`src/rtl/soc_bus_pkg.sv`:
```
`default_nettype none

package soc_bus_pkg;

	// one bus word
	localparam int ARCH_BITS = 32;
	localparam int SEL_BITS  = ARCH_BITS / 8;
	// word address, the byte offset is not carried on the bus
	localparam int ADDR_BITS = ARCH_BITS - $clog2(SEL_BITS);

	typedef enum logic [1:0] {
		OP_NOP = 2'b00,
		OP_WR  = 2'b01,
		OP_RD  = 2'b10,
		OP_RW  = 2'b11
	} pi1_op_t;

	typedef logic [ARCH_BITS-1:0] word_t;
	typedef logic [ADDR_BITS-1:0] waddr_t;
	typedef logic [SEL_BITS-1:0]  sel_t;

endpackage

`default_nettype wire

```
`src/rtl/soc_map_pkg.sv`:
```
`default_nettype none

package soc_map_pkg;

	// slave slots on the bus
	localparam int S_DEVTBL      = 0;
	localparam int S_INTCTRL     = 1;
	localparam int S_INVALID     = 2;
	localparam int SLAVE_COUNT   = 3;
	// catches every unmapped access
	localparam int DEFAULT_SLAVE = S_INVALID;

	// map sizes in words
	localparam int DEVTBL_MAPSZ  = 16;
	localparam int INTCTRL_MAPSZ = 16;
	localparam int INVALID_MAPSZ = 1024;

	// slaves packed back to back from address 0
	localparam int DEVTBL_BASE  = 0;
	localparam int INTCTRL_BASE = DEVTBL_BASE + DEVTBL_MAPSZ;

	localparam int DEVTBL_ID  = 7;
	localparam int INTCTRL_ID = 3;
	localparam int INVALID_ID = 0;

	localparam bit DEVTBL_USEINTR  = 1'b0;
	localparam bit INTCTRL_USEINTR = 1'b0;
	localparam bit INVALID_USEINTR = 1'b0;

	// software reset control word in the device table
	localparam int DEVTBL_CTRL_WORD = 15;

	localparam int INTSRC_SDCARD = 0;
	localparam int INTSRC_DMA    = 1;
	localparam int INTSRC_UART   = 2;
	localparam int INTSRC_COUNT  = 3;

	localparam int INTC_ACK_WORD  = 0;
	localparam int INTC_MASK_WORD = 1;

	localparam int RST_CNTR_BITS = 4;

	typedef enum logic [1:0] {
		SWRST_NONE   = 2'b00,
		SWRST_PWROFF = 2'b01,
		SWRST_WARM   = 2'b10,
		SWRST_COLD   = 2'b11
	} sw_rst_t;

endpackage

`default_nettype wire

```
`src/rtl/pi1_if.sv`:
```
`default_nettype none

interface pi1_if;

	soc_bus_pkg::pi1_op_t op;
	soc_bus_pkg::waddr_t  addr;
	soc_bus_pkg::word_t   wdata;
	soc_bus_pkg::word_t   rdata;
	soc_bus_pkg::sel_t    sel;
	// one-cycle completion strobe from the slave
	logic                 rdy;

	modport master (
		output op, addr, wdata, sel,
		input  rdata, rdy
	);

	modport slave (
		input  op, addr, wdata, sel,
		output rdata, rdy
	);

endinterface

`default_nettype wire

```
`src/rtl/pi1_router.sv`:
```
`default_nettype none

module pi1_router (
	input  wire   clk120mhz,
	pi1_if.slave  m_bus,
	pi1_if.master s_devtbl,
	pi1_if.master s_intctrl
);

	logic [soc_map_pkg::SLAVE_COUNT-1:0] hit;
	logic [soc_map_pkg::SLAVE_COUNT-1:0] sel_q;
	logic [soc_map_pkg::SLAVE_COUNT-1:0] cur_sel;
	logic                                in_flight_q;
	soc_bus_pkg::waddr_t                 devtbl_off;
	soc_bus_pkg::waddr_t                 intctrl_off;

	// offsets wrap below the base so one compare checks both bounds
	assign devtbl_off  = m_bus.addr - soc_bus_pkg::waddr_t'(soc_map_pkg::DEVTBL_BASE);
	assign intctrl_off = m_bus.addr - soc_bus_pkg::waddr_t'(soc_map_pkg::INTCTRL_BASE);

	// one-hot slave select
	always_comb begin
		hit = '0;
		if (devtbl_off < soc_bus_pkg::waddr_t'(soc_map_pkg::DEVTBL_MAPSZ)) begin
			hit[soc_map_pkg::S_DEVTBL] = 1'b1;
		end else if (intctrl_off < soc_bus_pkg::waddr_t'(soc_map_pkg::INTCTRL_MAPSZ)) begin
			hit[soc_map_pkg::S_INTCTRL] = 1'b1;
		end else begin
			hit[soc_map_pkg::DEFAULT_SLAVE] = 1'b1;
		end
	end

	// keep the routing of a transfer fixed until its slave answers
	always_ff @(posedge clk120mhz) begin
		in_flight_q <= (m_bus.op != soc_bus_pkg::OP_NOP) && !m_bus.rdy;
		if (!in_flight_q) begin
			sel_q <= hit;
		end
	end

	assign cur_sel = in_flight_q ? sel_q : hit;

	// request fan-out, slaves see addresses relative to their base
	assign s_devtbl.op    = cur_sel[soc_map_pkg::S_DEVTBL] ? m_bus.op : soc_bus_pkg::OP_NOP;
	assign s_devtbl.addr  = devtbl_off;
	assign s_devtbl.wdata = m_bus.wdata;
	assign s_devtbl.sel   = m_bus.sel;

	assign s_intctrl.op    = cur_sel[soc_map_pkg::S_INTCTRL] ? m_bus.op : soc_bus_pkg::OP_NOP;
	assign s_intctrl.addr  = intctrl_off;
	assign s_intctrl.wdata = m_bus.wdata;
	assign s_intctrl.sel   = m_bus.sel;

	always_comb begin
		if (cur_sel[soc_map_pkg::S_DEVTBL]) begin
			m_bus.rdata = s_devtbl.rdata;
			m_bus.rdy   = s_devtbl.rdy;
		end else if (cur_sel[soc_map_pkg::S_INTCTRL]) begin
			m_bus.rdata = s_intctrl.rdata;
			m_bus.rdy   = s_intctrl.rdy;
		end else begin
			// invalid device reads as zero and is always ready
			m_bus.rdata = '0;
			m_bus.rdy   = 1'b1;
		end
	end

endmodule

`default_nettype wire

```
`src/flat_wrapper.sv`:
```
// flat-port wrapper written by rule: the top's interface ports become plain ports
module pi1_router_flat 
  (clk120mhz, m_bus_op, m_bus_addr, m_bus_wdata, m_bus_sel, m_bus_rdata, m_bus_rdy, s_devtbl_op, s_devtbl_addr, s_devtbl_wdata, s_devtbl_sel, s_devtbl_rdata, s_devtbl_rdy, s_intctrl_op, s_intctrl_addr, s_intctrl_wdata, s_intctrl_sel, s_intctrl_rdata, s_intctrl_rdy);
  pi1_if m_bus_i ();
  pi1_if s_devtbl_i ();
  pi1_if s_intctrl_i ();
  input  wire clk120mhz;
  input wire logic [$bits(m_bus_i.op)-1:0] m_bus_op;
  input wire logic [$bits(m_bus_i.addr)-1:0] m_bus_addr;
  input wire logic [$bits(m_bus_i.wdata)-1:0] m_bus_wdata;
  input wire logic [$bits(m_bus_i.sel)-1:0] m_bus_sel;
  output wire logic [$bits(m_bus_i.rdata)-1:0] m_bus_rdata;
  output wire logic [$bits(m_bus_i.rdy)-1:0] m_bus_rdy;
  output wire logic [$bits(s_devtbl_i.op)-1:0] s_devtbl_op;
  output wire logic [$bits(s_devtbl_i.addr)-1:0] s_devtbl_addr;
  output wire logic [$bits(s_devtbl_i.wdata)-1:0] s_devtbl_wdata;
  output wire logic [$bits(s_devtbl_i.sel)-1:0] s_devtbl_sel;
  input wire logic [$bits(s_devtbl_i.rdata)-1:0] s_devtbl_rdata;
  input wire logic [$bits(s_devtbl_i.rdy)-1:0] s_devtbl_rdy;
  output wire logic [$bits(s_intctrl_i.op)-1:0] s_intctrl_op;
  output wire logic [$bits(s_intctrl_i.addr)-1:0] s_intctrl_addr;
  output wire logic [$bits(s_intctrl_i.wdata)-1:0] s_intctrl_wdata;
  output wire logic [$bits(s_intctrl_i.sel)-1:0] s_intctrl_sel;
  input wire logic [$bits(s_intctrl_i.rdata)-1:0] s_intctrl_rdata;
  input wire logic [$bits(s_intctrl_i.rdy)-1:0] s_intctrl_rdy;
  assign m_bus_i.op = m_bus_op;
  assign m_bus_i.addr = m_bus_addr;
  assign m_bus_i.wdata = m_bus_wdata;
  assign m_bus_i.sel = m_bus_sel;
  assign m_bus_rdata = m_bus_i.rdata;
  assign m_bus_rdy = m_bus_i.rdy;
  assign s_devtbl_op = s_devtbl_i.op;
  assign s_devtbl_addr = s_devtbl_i.addr;
  assign s_devtbl_wdata = s_devtbl_i.wdata;
  assign s_devtbl_sel = s_devtbl_i.sel;
  assign s_devtbl_i.rdata = s_devtbl_rdata;
  assign s_devtbl_i.rdy = s_devtbl_rdy;
  assign s_intctrl_op = s_intctrl_i.op;
  assign s_intctrl_addr = s_intctrl_i.addr;
  assign s_intctrl_wdata = s_intctrl_i.wdata;
  assign s_intctrl_sel = s_intctrl_i.sel;
  assign s_intctrl_i.rdata = s_intctrl_rdata;
  assign s_intctrl_i.rdy = s_intctrl_rdy;
  pi1_router u_core (.clk120mhz(clk120mhz), .m_bus(m_bus_i), .s_devtbl(s_devtbl_i), .s_intctrl(s_intctrl_i));
endmodule
```
`config.mk`:
```
export PLATFORM = sky130hd
export DESIGN_NAME = pi1_router_flat
export DESIGN_NICKNAME = d
export VERILOG_FILES = /design/src/rtl/soc_bus_pkg.sv /design/src/rtl/soc_map_pkg.sv /design/src/rtl/pi1_if.sv /design/src/rtl/pi1_router.sv /design/src/flat_wrapper.sv
export SDC_FILE = /design/constraint.sdc
export NUM_CORES = 1
export LEC_CHECK = 0
export ABC_AREA = 1
export BUFFER_PORTS_ARGS = -buffer_cell sky130_fd_sc_hd__buf_2
export CORE_AREA = 2 2 119 121
export DETAILED_ROUTE_END_ITERATION = 6
export DIE_AREA = 0 0 121 123
export HOLD_SLACK_MARGIN = 0.06
export SLEW_MARGIN = 10
export SYNTH_ARGS = -nofsm -noshare
export SYNTH_HDL_FRONTEND = slang
export SYNTH_SLANG_ARGS = --single-unit
```
`constraint.sdc`:
```
create_clock -name clk120mhz -period 2.6 [get_ports clk120mhz]
set_input_delay 0.52 -clock clk120mhz [delete_from_list [all_inputs] [get_ports clk120mhz]]
set_output_delay 0.52 -clock clk120mhz [all_outputs]
set_load 0.005 [all_outputs]
```
==> reports/qor.txt <==
Clock latency on the worst-skew pair -> 220 ps
Core area -> 13600 sq um
Critical Path RT -> 2080 ps
Fillers -> 1484
Failing checks -> setup timing
Pins Over Slew Limit -> 0
Most frequent cells in the layout -> buf_2, nand2_1, buf_4
Routability cong. -> 0.896
DR pass1 iterations -> 4
RSZ-0062 raised after global routing -> yes
Routed Antenna Nets -> 0
Part of the Yosys area used for sequential elements -> 0.0233
Mapped cell area -> 2580 sq um
Die height -> 123 um
Vias -> 3219
Vias/cell -> 4.05
Leakage -> 2.23 nW
WHS -> 567 ps
Pwr Total -> 0.661 mW
Syn nets -> 584
Area taken by multi-input logic gates -> 1800 sq um
WL per Instance -> 13.0 um
Tcrit/Tclk final -> 1.15
CTS tree -> built
Least-Margin Pin Slew -> 290 ps
Worst EP arrival -> 2470 ps
Setup crit start kind -> input pin
Largest net degree at the start of global routing -> 18
CP endpoint kind -> output port
Final hold violation count -> 0
DP HPWL -> 8.38 mm
Remaining Overflow, GRT -> 0
Yosys cell types -> 29
Clock Sinks -> 3
Commonest non-fill, non-tap cell in the layout -> buf_2
Initial core utilization -> 0.190
Synth top area cells -> buf_4, nand2_1, nand3_2
Class of the most critical setup path -> in -> out
First-pass GRT wire length -> 14.8 mm
First-iteration detailed-routing DRC count -> 146
Antenna diodes -> 0
IO Count -> 304
Root buffer cell -> clkbuf_16
Final wirelength -> 10.3 mm
Worst Hold Class -> in -> reg
Htree depth -> 1
Placed Area -> 3470 sq um
Port-buffer cells -> 183
Cts bufs inserted -> 3
Proportion of layout cells with a drive suffix above 1 -> 0.653
Max FO, Critical Path -> 7
Synth Instances -> 447
Clk slew on worst S/H paths -> 30 ps
Layout area overhead -> 60.8%
Status -> finished, violations left
Syn avg cell area -> 5.77 sq um
All-Layer GR Usage -> 0.126
Leading area contributor after synthesis -> buf_4
Fin nets -> 752
Max clock buf depth -> 2
Die area -> 14900 sq um
Tmin final -> 2990 ps
Vias in the first global route -> 2936
Setup WS pre-CTS -> -583 ps
FF+latch count, synth -> 3
Std-Cell Rows -> 43
FF+latch area -> 60.1 sq um
Die Span X -> 121 um
Post-synth top area share -> 0.317
Pwr per Cell Area -> 159 nW/um^2
Ys Warns -> 0
Layout Cells excl Fill -> 794
Slew HR -> 0.806
Fin worst setup slack -> -390 ps
Max rail drop VDD -> 0.170 mV
Max Cap Viol -> 0
Final setup skew -> 0.338 ps
Cell area after layout -> 4150 sq um
DRC viols -> 0
Fmax achieved -> 0.334 GHz
Initial antenna violation count -> 0
Cells after DPL -> 771
Endpoints failing setup -> 37
==> per-layer routing <==
layer	part of all wire	global-route usage	vias to the layer above
met3	0.12	0.0475	12
met4	0.0099	0.0182	0
met2	0.49	0.224	230
met1	0.38	0.149	1370
li1	-	-	1607
met5	0	0	-
==> sequential cells by signal, indices dropped and copies added, names as in the netlist <==
register            flops
u_core.in_flight_q      1
u_core.sel_q            2
==> Yosys cell counts (all sizes together) <==
library cell and n:
or2 1, nor4 1, clkinv 1, xor2 2
nand3 49, ha 2, dfxtp 3, xnor2 1
and2 1, buf 113, nor3 1, nand3b 3
clkbuf 3, a21oi 3, inv 40, nand4 8
nor2 57, nand2 153, o21ai 5
==> metrics by stage <==
stage           util  TNS [ps]
3_3_place_gp   0.255    -17320
2_1_floorplan      -         0
5_1_grt        0.305    -16000
4_1_cts        0.280    -13670
6_report       0.305    -10870
3_5_place_dp   0.255    -18080
==> where the power goes <==
part | switching [mW] | internal, mW | total [mW]
Combinational | 0.178 | 0.195 | 0.373
Clock | 0.0394 | 0.202 | 0.241
Sequential | 0.000000000648 | 0.0464 | 0.0464
==> worst paths after layout <==
kind / start / to / slack (ps) / cells past startpoint
worst max-delay path: m_bus_addr[4] / m_bus_rdata[5] / -390 / 18
worst min-delay path: m_bus_op[1] / u_core.in_flight_q / 570 / 3
worst min register to register: u_core.sel_q[0] / u_core.sel_q[0] / 660 / 3
worst max register to register: u_core.in_flight_q / u_core.in_flight_q / 750 / 15
==> logic make-up (layout without fill, tap and decap cells) <==
family / count (synthesis) / after routing / synth area share
XOR/XNOR: 3 / 3 / 0.0102
flip-flops: 3 / 3 / 0.0233
adder cells (fa/ha/maj): 2 / 2 / 0.00969
buffers and inverters: 157 / 323 / 0.409
AND/OR/NAND/NOR: 274 / 275 / 0.533
AO/OA/AOI/OAI: 8 / 8 / 0.0155
==> timing repair <==
action,CTS,global route
gates resized for setup,34,79
endpoints found under the setup margin,37,37
pin swaps,21,38
hold buffers,0,0
buffers inserted,9,10
cloned,3,1
==> worst max-delay path, cell delays in order <==
cell and delay [ps]:
buf_8 100, clkinvlp_4 90, buf_6 100, nand3_4 140, buf_6 170, xor2_4 150, nor2_2 150, nand2_2 70
nor2_2 120, nand2_1 60, nor2_1 110, nand2_2 110, nand2_8 110, buf_12 120, buf_16 120, nand3_2 70
nand2_1 60, buf_2 100
==> layout make-up <==
cell class | count | share of cell area
timing repair buffer | 278 | 0.440
multi-input combinational | 288 | 0.433
tap | 180 | 0.0542
inverter | 41 | 0.0395
clock buffer | 4 | 0.0190
sequential | 3 | 0.0145
Power figures use the tool's default switching activity.
