===== src/rtl/soc_map_pkg.sv =====
`default_nettype none

package soc_map_pkg;

	// slave slots on the bus
	localparam int S_DEVTBL      = 0;
	localparam int S_INTCTRL     = 1;
	localparam int S_INVALID     = 2;
	localparam int SLAVE_COUNT   = 3;
	// catches every unmapped access
	localparam int DEFAULT_SLAVE = S_INVALID;

	// map sizes in words
	localparam int DEVTBL_MAPSZ  = 16;
	localparam int INTCTRL_MAPSZ = 16;
	localparam int INVALID_MAPSZ = 1024;

	// slaves packed back to back from address 0
	localparam int DEVTBL_BASE  = 0;
	localparam int INTCTRL_BASE = DEVTBL_BASE + DEVTBL_MAPSZ;

	localparam int DEVTBL_ID  = 7;
	localparam int INTCTRL_ID = 3;
	localparam int INVALID_ID = 0;

	localparam bit DEVTBL_USEINTR  = 1'b0;
	localparam bit INTCTRL_USEINTR = 1'b0;
	localparam bit INVALID_USEINTR = 1'b0;

	// software reset control word in the device table
	localparam int DEVTBL_CTRL_WORD = 15;

	localparam int INTSRC_SDCARD = 0;
	localparam int INTSRC_DMA    = 1;
	localparam int INTSRC_UART   = 2;
	localparam int INTSRC_COUNT  = 3;

	localparam int INTC_ACK_WORD  = 0;
	localparam int INTC_MASK_WORD = 1;

	localparam int RST_CNTR_BITS = 4;

	typedef enum logic [1:0] {
		SWRST_NONE   = 2'b00,
		SWRST_PWROFF = 2'b01,
		SWRST_WARM   = 2'b10,
		SWRST_COLD   = 2'b11
	} sw_rst_t;

endpackage

`default_nettype wire


===== src/rtl/rst_ctrl.sv =====
`default_nettype none

module rst_ctrl (
	input  wire                  clk120mhz,
	input  wire                  rst_p,
	input  wire soc_map_pkg::sw_rst_t sw_rst_req_i,
	output logic                 sys_rst_o
);

	logic [soc_map_pkg::RST_CNTR_BITS-1:0] rst_cntr;
	logic pwroff_q;
	logic warm_req;
	logic pwroff_req;

	// cold requests are ignored here
	always_comb begin
		warm_req   = 1'b0;
		pwroff_req = 1'b0;
		case (sw_rst_req_i)
			soc_map_pkg::SWRST_WARM:   warm_req   = 1'b1;
			soc_map_pkg::SWRST_PWROFF: pwroff_req = 1'b1;
			default: ;
		endcase
	end

	// reload on any reset source, then count down to release
	always_ff @(posedge clk120mhz) begin
		if (rst_p || warm_req) begin
			rst_cntr <= '1;
		end else if (rst_cntr != '0) begin
			rst_cntr <= rst_cntr - 1'b1;
		end
	end

	// only the external reset brings the system back from power-off
	always_ff @(posedge clk120mhz) begin
		if (rst_p) begin
			pwroff_q <= 1'b0;
		end else if (pwroff_req) begin
			pwroff_q <= 1'b1;
		end
	end

	assign sys_rst_o = (rst_cntr != '0) || pwroff_q;

endmodule

`default_nettype wire


===== config.mk =====
export PLATFORM = sky130hd
export DESIGN_NAME = rst_ctrl
export DESIGN_NICKNAME = d
export VERILOG_FILES = /design/src/rtl/soc_map_pkg.sv /design/src/rtl/rst_ctrl.sv
export SDC_FILE = /design/constraint.sdc
export NUM_CORES = 1
export LEC_CHECK = 0
export BUFFER_PORTS_ARGS = -buffer_cell sky130_fd_sc_hd__buf_2
export CAP_MARGIN = 15
export CORE_AREA = 2 2 39 41
export DETAILED_ROUTE_END_ITERATION = 12
export DIE_AREA = 0 0 41 43
export PLACE_DENSITY = 0.36
export SLEW_MARGIN = 20
export SYNTH_ARGS = -nofsm -noshare
export SYNTH_HDL_FRONTEND = slang
export SYNTH_SLANG_ARGS = --single-unit

===== constraint.sdc =====
create_clock -name clk120mhz -period 1.2 [get_ports clk120mhz]
set_input_delay 0.12 -clock clk120mhz [delete_from_list [all_inputs] [get_ports clk120mhz]]
set_output_delay 0.12 -clock clk120mhz [all_outputs]
set_load 0.01 [all_outputs]

==> impl_metrics.py, run 1 <==
metrics = {
    "finish": {
        "synthToLayoutAreaGrowth_pct": 77.9,
        "final_cell_mix": "6 x buf_4, 4 x buf_2, 4 x buf_6",
        "post-route-cell-area_um2": 443,
        "layout-drive-gt1-share_pct": 58.7,
        "post-route-util_pct": 32.0,
        "layout.nets": 53,
        "antenna_cells": 0,
        "final_common_cell": "buf_4",
    },
    "critical_path": {
        "worstPathCellList": "inv_2 > ha_4 > nor3b_4 > or2b_1 > buf_2",
        "crit_type": "reg -> out",
        "path_buf_inv": 2,
        "worstPathArrival_ps": 1320,
        "rr_worst_depth": 6,
        "critical-path-max-stage-delay_ps": 310,
        "cp_num_cells": 5,
        "slowest_stage": "dfxtp_2",
        "cp-start-kind": "flop",
        "worst-path-max-fanout": 2,
        "end_kind": "output port",
        "path_delay_family": "simple AND/OR/NAND/NOR gates",
        "crit_required_ps": 1080,
    },
    "timing": {
        "rsz0062_at_grt": "true",
        "fmax_mhz": 696,
        "post-route-min-period_ps": 1440,
        "skew_ps": 6.77,
        "max-slew-margin-rel_pct": 72.0,
        "setup_viol_count_final": 5,
        "worst_slack_ps": -236,
        "tightestPinTransition_ps": 420,
        "period_share_pct": 120,
        "hold_viol": 0,
        "hold-worst-slack_ps": 41.1,
        "slew_violations": 0,
    },
    "global_routing": {
        "grt_pass1_vias": 217,
        "grt_max_degree": 5,
        "gr-total-overflow": 0,
        "antenna_found_initial": 0,
        "track_usage_pct": 8.85,
        "grt_pass1_wl_um": 931,
    },
    "hold_path": {
        "holdCritPathClass": "in -> reg",
        "holdPathStages": 2,
    },
    "synth": {
        "synth_compound_area_share_pct": 4.02,
        "yosysSeqAreaShare_pct": 40.2,
        "synth.avg_cell_area_um2": 8.89,
        "synth_cells": 28,
        "async_reset_ff_share_pct": 0,
        "synth.mux.area_fraction_pct": 8.54,
        "synth-seq-cells": 5,
        "synthFlopType": "dfxtp_1",
        "synth_edf_count": 0,
        "synth-simple-area-share_pct": 27.6,
        "synth_top_family_by_area": "simple AND/OR/NAND/NOR gates",
        "synth-xor-area-share_pct": 3.52,
        "yosysUniqueCellTypes": 15,
        "netlist_area_um2": 249,
        "syn-num-nets": 34,
        "synthAdderAreaFrac_pct": 10.1,
        "yosys_warnings": 0,
    },
    "placement": {
        "placed_area_um2": 332,
        "portBuffers": 4,
        "dpl.hpwl_um": 378,
        "gp_congestion": 0.816,
    },
    "route": {
        "viasPerCell": 4.11,
        "drt_iter0_drc": 0,
        "top_layer": "met4",
        "ant_nets": 0,
        "wl_met2_um": 293,
        "wl_met1_um": 251,
        "dr.pass1.iters": 1,
        "wl_met3_um": 57,
        "dr_total_vias": 255,
        "drt-total-wl_um": 633,
        "wire_per_inst_um": 10.2,
        "drc": 0,
    },
    "pwr": {
        "p_per_area_nw_per_um2": 1030,
        "leakage_uw": 0.000220,
        "ir_drop_mv": 0.529,
    },
    "floorplan": {
        "die_area_um2": 1760,
        "rows": 14,
        "die_y_um": 43,
        "ioPinCount": 5,
        "core_area_um2": 1380,
        "die_w_um": 41,
        "initial_core_util_pct": 18.0,
    },
    "clock_tree": {
        "cts_tree": "yes",
        "clockBufferDepth": 2,
        "numCtsBuffers": 3,
        "cts.reportedPaths.clkPinSlew_ps": 50,
        "cts_num_sinks": 5,
        "ctsHoldBuffers": 0,
        "cts-root-buf": "clkbuf_4",
        "insertion_delay_ps": 250,
        "htreeDepth": 1,
    },
    "job": {
        "max_cap_violations": 0,
    },
    "status": {
        "violations": "setup timing",
        "status": "finished with violations",
    },
}
-- repair_timing --
item,in CTS,in global routing
gates resized for setup,7,4
setup buffers,3,3
cloned,0,0
setup endpoints to repair,3,3
pin swaps,1,3
-- state kept, by name, summed over array words and instances, names as in the netlist --
| signal | count |
|---|---|
| rst_cntr | 4 |
| pwroff_q | 1 |
-- final cells by class --
type                    count  area [µm²]
inverters                   4        15.0
multi-input cells          19         169
repair buffers             14         110
flip-flops and latches      5         103
fillers                   147         941
clock buffers               4        26.3
well taps                  16        20.0
-- synth_stat cells, types with 2 or more instances --
cell type / number / area (µm²)
a21oi_1: 2 / 10.0
dfxtp_1: 5 / 100
nor2_1: 2 / 7.51
nand2_1: 3 / 11.3
nand2b_1: 2 / 12.5
ha_1: 2 / 25.0
inv_1: 4 / 15.0
-- metal layers --
layer | global-route usage (%) | vias up
met1 | 9.71 | 116
met3 | 9.95 | 4
met4 | 2.00 | 0
met5 | 0 | -
met2 | 11.3 | 9
li1 | - | 126
-- through the flow --
step | power (µW) | TNS, ps | worst slack [ps] | cells
after detailed placement | 231 | -132 | -72.1 | 52
final | 456 | -433 | -236 | 62
after CTS | 454 | -313 | -227 | 59
after floorplan | 211 | 0 | 2.29 | 28
after global placement | 232 | -39.2 | -38.2 | 52
after global routing | 490 | -683 | -291 | 62
-- final timing paths --
check / startpoint / end / slack, ps
setup / recovery: rst_cntr[1] / sys_rst_o / -240
hold / removal: rst_p / pwroff_q / 40
setup reg to reg: rst_cntr[1] / rst_cntr[1] / -80
hold reg to reg: pwroff_q / pwroff_q / 470
-- power by group --
group,switching [µW],internal [µW]
Sequential,5.60,176
Combinational,29.8,44.5
Clock,73.4,126
-- worst register-to-register path: stages (launching register included) --
cell	delay [ps]
dfxtp_2	310
inv_2	80
ha_4	140
nor3b_4	170
buf_4	150
mux2_4	290
nand2_2	70
-- cell families after synthesis --
group           count (synthesis)
fa+ha+maj                       2
mux                             2
xor+xnor                        1
flops                           5
simple gates                   12
compound gates                  2
buf+inv                         4
(Power assumes the default switching activity.)
==> run 2: changes to the inputs <==
--- a/config.mk
+++ b/config.mk
@@ -8,6 +8,7 @@
 export BUFFER_PORTS_ARGS = -buffer_cell sky130_fd_sc_hd__buf_2
 export CAP_MARGIN = 15
 export CORE_AREA = 2 2 39 41
+export CTS_BUF_LIST = sky130_fd_sc_hd__clkbuf_16
 export DETAILED_ROUTE_END_ITERATION = 12
 export DIE_AREA = 0 0 41 43
 export PLACE_DENSITY = 0.36
==> run 2 against run 1 <==
  * The run still ends with setup timing left
  * Sequential share of layout area shrank 0.82 points
  * Critical path depth did not move
  * Global-route usage fell by 0.083 points
  * Clock-buffer cell count fell by 1
  * Clock skew decreased by 3.9 ps
  * Utilization rose by 1.2 points
  * First-iteration DRC count is 3 higher
  * Cell count fell by 4.8%
  * Sequential cell count did not move
  * Wire length is 13% lower
  * Register-to-register slack better by 30 ps
  * Clock power grew to 2.7 times the previous value
==> impl_metrics.py, run 2 (synthesized netlist as in run 1, its figures left out) <==
metrics = {
    "status": {
        "status": "finished with violations",
        "violations": "setup timing",
    },
    "critical_path": {
        "r2r-start": "rst_cntr[0]",
        "end_kind": "output port",
        "crit_end": "sys_rst_o",
        "worst-path-max-fanout": 2,
        "cp-start-kind": "flop",
        "rr_endpoint": "rst_cntr[1]",
        "crit_type": "reg -> out",
        "critical_path.startpoint": "rst_cntr[0]",
        "ff2ff_setup_slack_ps": -50,
        "worstPathArrival_ps": 1270,
        "crit_required_ps": 1080,
        "rr_worst_depth": 6,
    },
    "finish": {
        "largest_registers": "rst_cntr x4, pwroff_q x1",
        "synthToLayoutAreaGrowth_pct": 84.4,
        "layout-drive-gt1-share_pct": 53.5,
        "antenna_cells": 0,
        "post-route-cell-area_um2": 459,
        "top_register": "rst_cntr",
        "final_cell_mix": "6 x buf_4, 4 x buf_2, 3 x inv_1, 3 x clkbuf_16, 3 x dfxtp_1",
        "largest_reg_flops": 4,
        "final_common_cell": "buf_4",
        "layout.nets": 50,
        "post-route-util_pct": 33.2,
    },
    "clock_tree": {
        "cts_tree": "yes",
        "ctsHoldBuffers": 0,
        "insertion_delay_ps": 230,
        "htreeDepth": 1,
        "clockBufferDepth": 2,
        "numCtsBuffers": 3,
        "cts_num_sinks": 5,
        "cts-root-buf": "clkbuf_16",
        "cts.reportedPaths.clkPinSlew_ps": 30,
    },
    "floorplan": {
        "die_area_um2": 1760,
        "core_area_um2": 1380,
        "initial_core_util_pct": 18.0,
        "ioPinCount": 5,
        "die_y_um": 43,
        "rows": 14,
        "die_w_um": 41,
    },
    "pwr": {
        "leakage_uw": 0.000230,
        "ir_drop_mv": 1.00,
        "p_per_area_nw_per_um2": 1720,
    },
    "global_routing": {
        "grt_pass1_vias": 211,
        "grt_max_degree": 5,
        "grt_pass1_wl_um": 883,
        "gr-total-overflow": 0,
        "antenna_found_initial": 0,
        "track_usage_pct": 8.77,
    },
    "route": {
        "viasPerCell": 3.85,
        "drt_iter0_drc": 3,
        "wire_per_inst_um": 9.29,
        "dr.pass1.iters": 4,
        "drt-total-wl_um": 548,
        "ant_nets": 0,
        "drc": 0,
        "dr_total_vias": 227,
    },
    "placement": {
        "dpl.hpwl_um": 378,
        "placed_area_um2": 332,
        "dpl_worst_slack_ps": -72.1,
        "portBuffers": 4,
        "gp_congestion": 0.816,
    },
    "timing": {
        "max-slew-margin-rel_pct": 72.5,
        "rsz0062_at_grt": "true",
        "worst_slack_ps": -193,
        "fmax_mhz": 718,
        "slew_violations": 0,
        "hold_viol": 0,
        "setup_viol_count_final": 3,
        "hold-worst-slack_ps": 65.1,
        "post-route-min-period_ps": 1390,
        "setup_tns_ps": -268,
        "tightestPinTransition_ps": 412,
        "skew_ps": 2.89,
        "period_share_pct": 116,
    },
    "job": {
        "max_cap_violations": 0,
    },
    "hold_path": {
        "holdCritPathClass": "in -> reg",
    },
}
-- run 2: cell count changes in the layout (fill, tap and decap cells not counted), sizes merged --
cell    before  now
clkbuf       4    3
inv          4    5
buf         14   11
-- run 2: worst min-delay path by stage --
stage	startpoint	end	slack (ps)	cells after the start
after global routing	rst_p	pwroff_q	70	2
after detailed placement	rst_p	pwroff_q	300	2
final	rst_p	pwroff_q	70	2
after global placement	rst_p	pwroff_q	290	2
after floorplan	rst_p	pwroff_q	190	1
after CTS	rst_p	pwroff_q	60	2
-- run 2: what timing repair did --
item | in CTS | in global routing
resized for setup | 7 | 0
setup buffers | 2 | 1
endpoints found under the setup margin | 3 | 3
pin swaps | 0 | 1
-- run 2: per-layer routing --
layer | up-vias | part of all wire (%) | GRT usage, %
met2 | 4 | 47 | 9.69
li1 | 119 | - | -
met4 | 0 | 0 | 6.00
met3 | 0 | 8.4 | 9.42
met1 | 104 | 45 | 9.45
met5 | - | 0 | 0
-- run 2: where the power goes --
part | switching (µW) | internal (µW)
registers | 5.53 | 177
logic | 27.0 | 38.6
clock network | 108 | 431
-- run 2: area by class of cell --
class | instances | area [µm²]
multi-input combinational | 19 | 166
fill | 144 | 925
tap | 16 | 20.0
clock inverter | 1 | 3.75
inverter | 4 | 15.0
clock buffer | 3 | 75.1
sequential | 5 | 103
timing repair buffer | 11 | 76.3
-- run 2: worst max-delay path: stages (launching register included) --
cell and delay [ps]:
dfxtp_2 310, inv_2 70, ha_4 130, nor3b_4 170, or2b_1 230, buf_2 130
-- run 2: per-stage QoR --
step,std cells,total power (µW)
after floorplan,28,211
after global placement,52,232
after detailed placement,52,231
after CTS,58,797
after global routing,59,831
final,59,788
