[src/rtl/soc_bus_pkg.sv]
`default_nettype none

package soc_bus_pkg;

	// one bus word
	localparam int ARCH_BITS = 32;
	localparam int SEL_BITS  = ARCH_BITS / 8;
	// word address, the byte offset is not carried on the bus
	localparam int ADDR_BITS = ARCH_BITS - $clog2(SEL_BITS);

	typedef enum logic [1:0] {
		OP_NOP = 2'b00,
		OP_WR  = 2'b01,
		OP_RD  = 2'b10,
		OP_RW  = 2'b11
	} pi1_op_t;

	typedef logic [ARCH_BITS-1:0] word_t;
	typedef logic [ADDR_BITS-1:0] waddr_t;
	typedef logic [SEL_BITS-1:0]  sel_t;

endpackage

`default_nettype wire

[src/rtl/soc_map_pkg.sv]
`default_nettype none

package soc_map_pkg;

	// slave slots on the bus
	localparam int S_DEVTBL      = 0;
	localparam int S_INTCTRL     = 1;
	localparam int S_INVALID     = 2;
	localparam int SLAVE_COUNT   = 3;
	// catches every unmapped access
	localparam int DEFAULT_SLAVE = S_INVALID;

	// map sizes in words
	localparam int DEVTBL_MAPSZ  = 16;
	localparam int INTCTRL_MAPSZ = 16;
	localparam int INVALID_MAPSZ = 1024;

	// slaves packed back to back from address 0
	localparam int DEVTBL_BASE  = 0;
	localparam int INTCTRL_BASE = DEVTBL_BASE + DEVTBL_MAPSZ;

	localparam int DEVTBL_ID  = 7;
	localparam int INTCTRL_ID = 3;
	localparam int INVALID_ID = 0;

	localparam bit DEVTBL_USEINTR  = 1'b0;
	localparam bit INTCTRL_USEINTR = 1'b0;
	localparam bit INVALID_USEINTR = 1'b0;

	// software reset control word in the device table
	localparam int DEVTBL_CTRL_WORD = 15;

	localparam int INTSRC_SDCARD = 0;
	localparam int INTSRC_DMA    = 1;
	localparam int INTSRC_UART   = 2;
	localparam int INTSRC_COUNT  = 3;

	localparam int INTC_ACK_WORD  = 0;
	localparam int INTC_MASK_WORD = 1;

	localparam int RST_CNTR_BITS = 4;

	typedef enum logic [1:0] {
		SWRST_NONE   = 2'b00,
		SWRST_PWROFF = 2'b01,
		SWRST_WARM   = 2'b10,
		SWRST_COLD   = 2'b11
	} sw_rst_t;

endpackage

`default_nettype wire

[src/rtl/pi1_if.sv]
`default_nettype none

interface pi1_if;

	soc_bus_pkg::pi1_op_t op;
	soc_bus_pkg::waddr_t  addr;
	soc_bus_pkg::word_t   wdata;
	soc_bus_pkg::word_t   rdata;
	soc_bus_pkg::sel_t    sel;
	// one-cycle completion strobe from the slave
	logic                 rdy;

	modport master (
		output op, addr, wdata, sel,
		input  rdata, rdy
	);

	modport slave (
		input  op, addr, wdata, sel,
		output rdata, rdy
	);

endinterface

`default_nettype wire

[src/rtl/int_ctrl.sv]
`default_nettype none

module int_ctrl (
	input  wire                                  clk120mhz,
	input  wire                                  sys_rst_i,
	pi1_if.slave                                 bus,
	input  wire  [soc_map_pkg::INTSRC_COUNT-1:0] intrqst_src_i,
	output logic [soc_map_pkg::INTSRC_COUNT-1:0] intrdy_src_o,
	output logic                                 intrqst_o
);

	logic [soc_map_pkg::INTSRC_COUNT-1:0] pending_q;
	logic [soc_map_pkg::INTSRC_COUNT-1:0] mask_q;
	logic [soc_map_pkg::INTSRC_COUNT-1:0] ack_vec;
	logic [soc_map_pkg::INTSRC_COUNT-1:0] active;
	logic                                 req_new;
	logic                                 wr_req;
	logic                                 rdy_q;
	soc_bus_pkg::word_t                   rdata_q;
	soc_bus_pkg::word_t                   rd_word;
	soc_bus_pkg::word_t                   first_idx;

	assign req_new = (bus.op != soc_bus_pkg::OP_NOP) && !rdy_q;
	assign wr_req  = req_new && (bus.op == soc_bus_pkg::OP_WR) && bus.sel[0];
	assign active  = pending_q & mask_q;

	// an out of range index acknowledges nothing
	always_comb begin
		ack_vec = '0;
		for (int i = 0; i < soc_map_pkg::INTSRC_COUNT; i++) begin
			if (wr_req && bus.addr == soc_bus_pkg::waddr_t'(soc_map_pkg::INTC_ACK_WORD) &&
				bus.wdata == soc_bus_pkg::word_t'(i)) begin
				ack_vec[i] = 1'b1;
			end
		end
	end

	// lowest enabled pending source, all ones when idle
	always_comb begin
		first_idx = '1;
		for (int i = soc_map_pkg::INTSRC_COUNT - 1; i >= 0; i--) begin
			if (active[i]) begin
				first_idx = soc_bus_pkg::word_t'(i);
			end
		end
	end

	always_comb begin
		rd_word = '0;
		if (bus.addr == soc_bus_pkg::waddr_t'(soc_map_pkg::INTC_ACK_WORD)) begin
			rd_word = first_idx;
		end else if (bus.addr == soc_bus_pkg::waddr_t'(soc_map_pkg::INTC_MASK_WORD)) begin
			rd_word = soc_bus_pkg::word_t'(mask_q);
		end
	end

	always_ff @(posedge clk120mhz) begin
		if (sys_rst_i) begin
			rdy_q        <= 1'b0;
			intrdy_src_o <= '0;
			pending_q    <= '0;
			mask_q       <= '0;
		end else begin
			rdy_q        <= req_new;
			intrdy_src_o <= ack_vec;
			// a source has one cycle after its ack pulse to drop the request
			pending_q <= (pending_q | (intrqst_src_i & ~intrdy_src_o)) & ~ack_vec;
			if (wr_req && bus.addr == soc_bus_pkg::waddr_t'(soc_map_pkg::INTC_MASK_WORD)) begin
				mask_q <= bus.wdata[soc_map_pkg::INTSRC_COUNT-1:0];
			end
		end
	end

	always_ff @(posedge clk120mhz) begin
		if (req_new) begin
			rdata_q <= rd_word;
		end
	end

	assign bus.rdy   = rdy_q;
	assign bus.rdata = rdata_q;
	assign intrqst_o = |active;

endmodule

`default_nettype wire

[src/flat_wrapper.sv]
// flat-port wrapper written by rule: the top's interface ports become plain ports
module int_ctrl_flat 
  (clk120mhz, sys_rst_i, intrqst_src_i, intrdy_src_o, intrqst_o, bus_op, bus_addr, bus_wdata, bus_sel, bus_rdata, bus_rdy);
  pi1_if bus_i ();
  input  wire clk120mhz;
  input  wire sys_rst_i;
  input  wire  [soc_map_pkg::INTSRC_COUNT-1:0] intrqst_src_i;
  output logic [soc_map_pkg::INTSRC_COUNT-1:0] intrdy_src_o;
  output logic intrqst_o;
  input wire logic [$bits(bus_i.op)-1:0] bus_op;
  input wire logic [$bits(bus_i.addr)-1:0] bus_addr;
  input wire logic [$bits(bus_i.wdata)-1:0] bus_wdata;
  input wire logic [$bits(bus_i.sel)-1:0] bus_sel;
  output wire logic [$bits(bus_i.rdata)-1:0] bus_rdata;
  output wire logic [$bits(bus_i.rdy)-1:0] bus_rdy;
  assign bus_i.op = bus_op;
  assign bus_i.addr = bus_addr;
  assign bus_i.wdata = bus_wdata;
  assign bus_i.sel = bus_sel;
  assign bus_rdata = bus_i.rdata;
  assign bus_rdy = bus_i.rdy;
  int_ctrl u_core (.clk120mhz(clk120mhz), .sys_rst_i(sys_rst_i), .bus(bus_i), .intrqst_src_i(intrqst_src_i), .intrdy_src_o(intrdy_src_o), .intrqst_o(intrqst_o));
endmodule
[config.mk]
export PLATFORM = sky130hd
export DESIGN_NAME = int_ctrl_flat
export DESIGN_NICKNAME = d
export VERILOG_FILES = /design/src/rtl/soc_bus_pkg.sv /design/src/rtl/soc_map_pkg.sv /design/src/rtl/pi1_if.sv /design/src/rtl/int_ctrl.sv /design/src/flat_wrapper.sv
export SDC_FILE = /design/constraint.sdc
export NUM_CORES = 1
export LEC_CHECK = 0
export BUFFER_PORTS_ARGS = -buffer_cell sky130_fd_sc_hd__buf_2
export CORE_MARGIN = 2
export CORE_UTILIZATION = 38
export CTS_BUF_LIST = sky130_fd_sc_hd__clkbuf_4 sky130_fd_sc_hd__clkbuf_8
export DETAILED_ROUTE_END_ITERATION = 7
export GPL_ROUTABILITY_DRIVEN = 0
export GPL_TIMING_DRIVEN = 1
export PLACE_DENSITY = 0.88
export SYNTH_ARGS = -nofsm -noshare
export SYNTH_HDL_FRONTEND = slang
export SYNTH_SLANG_ARGS = --single-unit
[constraint.sdc]
create_clock -name clk120mhz -period 3.1 [get_ports clk120mhz]
set_input_delay 0.31 -clock clk120mhz [delete_from_list [all_inputs] [get_ports clk120mhz]]
set_output_delay 0.31 -clock clk120mhz [all_outputs]
set_load 0.02 [all_outputs]
==> out/qor.txt <==
TIMING
--------------------------------------------------------------------------------------------------
Minimum period implied by the final worst setup slack                                      1.55 ns
Final setup margin                                                                         1.55 ns
Final-report setup violation count                                                               0
Worst-margin pin slew                                                                     0.540 ns
Timing-limited maximum frequency                                                           646 MHz
Number of hold violations in the final report                                                    0
Setup repair after global routing missed its margin                                          false
Final setup TNS                                                                               0 ns
Slew Limit Fails                                                                                 0
Worst clock skew                                                                        0.00691 ns
Period Utilization, post-route                                                               0.499
Slew headroom                                                                                0.640

FLOORPLAN
--------------------------------------------------------------------------------------------------
Placeable Area                                                                            2500 µm²
Chip Height                                                                                55.4 µm
Width of the chip                                                                          55.4 µm
Die area                                                                                  3070 µm²
Starting utilization of the core area                                                        0.402
I/O pin cnt                                                                                    110
Row cnt                                                                                         18

MIN PATH
--------------------------------------------------------------------------------------------------
HP Class                                                                                 in -> reg
Depth of the worst hold-timing path                                                              2
Sink of the worst hold path                                                           u_core.pending_q[2]
Start point of the worst hold path                                                    bus_wdata[1]

WORST SETUP PATH
--------------------------------------------------------------------------------------------------
Crit path largest cell delay                                                               0.70 ns
Buffers plus inverters on the worst setup path                                                   1
Cell family with most CP delay                                                          flip-flops
Worst path required time                                                                   2.79 ns
Beginning of the worst register-to-register path                                      u_core.bus.rdy
Setup slack of the worst register-to-register path                                         1.60 ns
Library cell contributing the largest single delay on the critical path               sky130_fd_sc_hd__edfxtp_1
Critical R2R Capture                                                                  u_core.intrdy_src_o[1]
Max Fanout on Critical Path                                                                     29
Worst r2r path cells                                                                             4
Arrival time worst endpoint                                                                1.24 ns
Crit-path cells                                                                              buf_2
Type of element launching the critical path                                               register
Endpoint kind of the worst setup timing path                                          primary output
Setup Crit Path Kind                                                                    reg -> out

CLOCKING
--------------------------------------------------------------------------------------------------
Number of hold buffers added after cts                                                           0
Clock buffer count from CTS                                                                      3
Number of buffers on the longest clock path                                                      2
Number of sinks on the clock net                                                                14
TritonCTS clock tree                                                                           yes
Number of levels the H-tree was split into                                                       1
Latest clock arrival within the worst-skew pair                                            0.27 ns
Clock transition time at the flip-flop clock pins of the worst setup and hold paths        0.08 ns
Clock root buffer                                                                     sky130_fd_sc_hd__clkbuf_4
Post-cts sizing count                                                                            0
Post-CTS repair timing setup buffer count                                                        0

FLOW RUN
--------------------------------------------------------------------------------------------------
Number of violations of the max-capacitance limit                                                0

LAYOUT
--------------------------------------------------------------------------------------------------
Register cell area after layout                                                            320 µm²
Total inserted antenna cells                                                                     0
Fin nets                                                                                       261
Count of fill cells added during filler insertion                                              261
Layout overhead on the synthesized area                                                      38.2%
Commonest non-fill, non-tap cell in the layout                                        sky130_fd_sc_hd__buf_2
Total area of multi-input combinational cells                                              467 µm²
Ratio of cells with drive above 1 in the final layout                                        0.647
Commonest cells after routing, fill and taps aside                                    106 x sky130_fd_sc_hd__buf_2, 10 x sky130_fd_sc_hd__dfxtp_1, 7 x sky130_fd_sc_hd__nor4_2, 7 x sky130_fd_sc_hd__nor4_1, 6 x sky130_fd_sc_hd__nand2b_1

PLACED DESIGN
--------------------------------------------------------------------------------------------------
HPWL after detailed placement                                                              2020 µm
Quantity of I/O buffers inserted on ports                                                      106
Pre-CTS setup slack                                                                        1.51 ns

GLOBAL ROUTING
--------------------------------------------------------------------------------------------------
Residual overflow from global routing                                                            0
Vias in the first global route                                                                 921
Wire length of the first global-routing pass                                               3440 µm
All-layer global routing usage                                                               0.137
Number of antenna violations at the first check in global routing                                0
Maximum number of pins on one net before global-route repair                                    30

DRT
--------------------------------------------------------------------------------------------------
Post-Route WL                                                                              2260 µm
Vias/cell                                                                                     4.96
Antenna violation net count after detailed routing                                               0
Drc violations                                                                                   0
Initial DRT Pass Iterations                                                                      4
1st-iter DRT viols                                                                               5
Per-cell routed wire length                                                                10.4 µm
Total via count in the routed design                                                         1,076

LOGIC SYNTHESIS
--------------------------------------------------------------------------------------------------
Syn avg cell area                                                                         9.48 µm²
Sequential fraction of the synthesis area                                                    0.319
Number of cells produced by synthesis                                                          106
Cell area after synthesis                                                                 1000 µm²
Yosys reg bits                                                                                  14
Yosys warning count                                                                              0
Post-Synthesis Net Count                                                                       179
Number of distinct standard cells referenced by the synthesized netlist                         29

RUN STATUS
--------------------------------------------------------------------------------------------------
Status                                                                                finished, final reports clean

PWR
--------------------------------------------------------------------------------------------------
Static leakage                                                                         0.000730 µW
VDD IR-drop max                                                                           0.272 mV
Total power per unit cell area                                                          321 nW/µm²

state kept, by name, summed over array words and instances (netlist names):
register	count
u_core.pending_q	3
u_core.mask_q	3
u_core.bus.rdy	1
u_core.bus.rdata	4
u_core.intrdy_src_o	3
cell type report:
cell class | count | share of cell area
timing repair buffer | 106 | 0.382
clock buffer | 4 | 0.0216
inverter | 1 | 0.00270
sequential | 14 | 0.231
multi-input combinational | 62 | 0.336
tap | 30 | 0.0270
per-stage QoR:
stage / cells / instance area [µm²] / power, µW / hold slack [ns] / util
6_report: 217 / 1390 / 445 / 0.272 / 0.556
4_1_cts: 217 / 1390 / 451 / 0.263 / 0.556
3_3_place_gp: 213 / 1360 / 336 / 0.461 / 0.544
2_1_floorplan: 106 / 1000 / 297 / 0.410 / -
3_5_place_dp: 213 / 1360 / 340 / 0.470 / 0.544
5_1_grt: 217 / 1390 / 466 / 0.281 / 0.556
layer usage:
metal / share of wire / GRT usage / vias to the layer above / wire length [µm]
met5: 0 / 0 / - / 0
met4: 0.0044 / 0.0523 / 0 / 10
met3: 0.13 / 0.0258 / 2 / 294
met2: 0.52 / 0.299 / 73 / 1170
met1: 0.35 / 0.113 / 471 / 785
li1: - / - / 530 / -
worst max-delay path by stage:
stage,start,to,slack (ns),cells after the start
floorplan,u_core.bus.rdata[30],bus_rdata[10],1.68,1
global placement,bus_op[1],u_core.intrdy_src_o[1],1.50,5
detailed placement,bus_op[1],u_core.intrdy_src_o[1],1.51,5
CTS,u_core.bus.rdata[30],bus_rdata[20],1.51,1
global route,u_core.bus.rdy,u_core.intrdy_src_o[1],1.37,4
finish,u_core.bus.rdata[30],bus_rdata[31],1.55,1
cells in the mapped netlist:
| cell type | count | area (µm²) |
|---|---|---|
| sky130_fd_sc_hd__a211oi_1 | 1 | 7.51 |
| sky130_fd_sc_hd__and3b_1 | 1 | 8.76 |
| sky130_fd_sc_hd__mux2i_1 | 3 | 30.0 |
| sky130_fd_sc_hd__nand2b_1 | 6 | 37.5 |
| sky130_fd_sc_hd__nand2_1 | 3 | 11.3 |
| sky130_fd_sc_hd__clkbuf_1 | 1 | 3.75 |
| sky130_fd_sc_hd__dfxtp_1 | 10 | 200 |
| sky130_fd_sc_hd__nand4_2 | 2 | 25.0 |
| sky130_fd_sc_hd__buf_4 | 28 | 210 |
| sky130_fd_sc_hd__nor2_1 | 5 | 18.8 |
| sky130_fd_sc_hd__nand3_1 | 1 | 5.00 |
| sky130_fd_sc_hd__nor4_1 | 7 | 43.8 |
| sky130_fd_sc_hd__o21bai_1 | 2 | 15.0 |
| sky130_fd_sc_hd__nor4_2 | 7 | 87.6 |
| sky130_fd_sc_hd__a21o_1 | 1 | 7.51 |
| sky130_fd_sc_hd__inv_1 | 1 | 3.75 |
| sky130_fd_sc_hd__a21oi_1 | 3 | 15.0 |
| sky130_fd_sc_hd__a22oi_1 | 1 | 7.51 |
| sky130_fd_sc_hd__nand4_1 | 2 | 12.5 |
| sky130_fd_sc_hd__nor3_1 | 5 | 25.0 |
| sky130_fd_sc_hd__nor3b_4 | 1 | 18.8 |
| sky130_fd_sc_hd__a31oi_1 | 2 | 12.5 |
| sky130_fd_sc_hd__nor3b_1 | 1 | 7.51 |
| sky130_fd_sc_hd__edfxtp_1 | 4 | 120 |
| sky130_fd_sc_hd__a22o_1 | 2 | 17.5 |
| sky130_fd_sc_hd__and4b_1 | 2 | 20.0 |
| sky130_fd_sc_hd__nor3_2 | 1 | 10.0 |
| sky130_fd_sc_hd__nor2b_1 | 2 | 12.5 |
| sky130_fd_sc_hd__nor4bb_1 | 1 | 10.0 |
report_power, final:
group	total, µW	switching (µW)	internal (µW)
logic	131	71.6	59.0
registers	203	7.47	195
clock network	112	53.0	58.6
logic make-up (layout without fill, tap and decap cells):
| kind of cell | after synthesis | after routing | synth area share |
|---|---|---|---|
| AO/OA/AOI/OAI | 12 | 12 | 0.0822 |
| flip-flops | 14 | 14 | 0.319 |
| AND/OR/NAND/NOR | 47 | 47 | 0.352 |
| multiplexers | 3 | 3 | 0.0299 |
| buffers and inverters | 30 | 111 | 0.217 |
No activity file was read; power rests on OpenSTA's default activity.
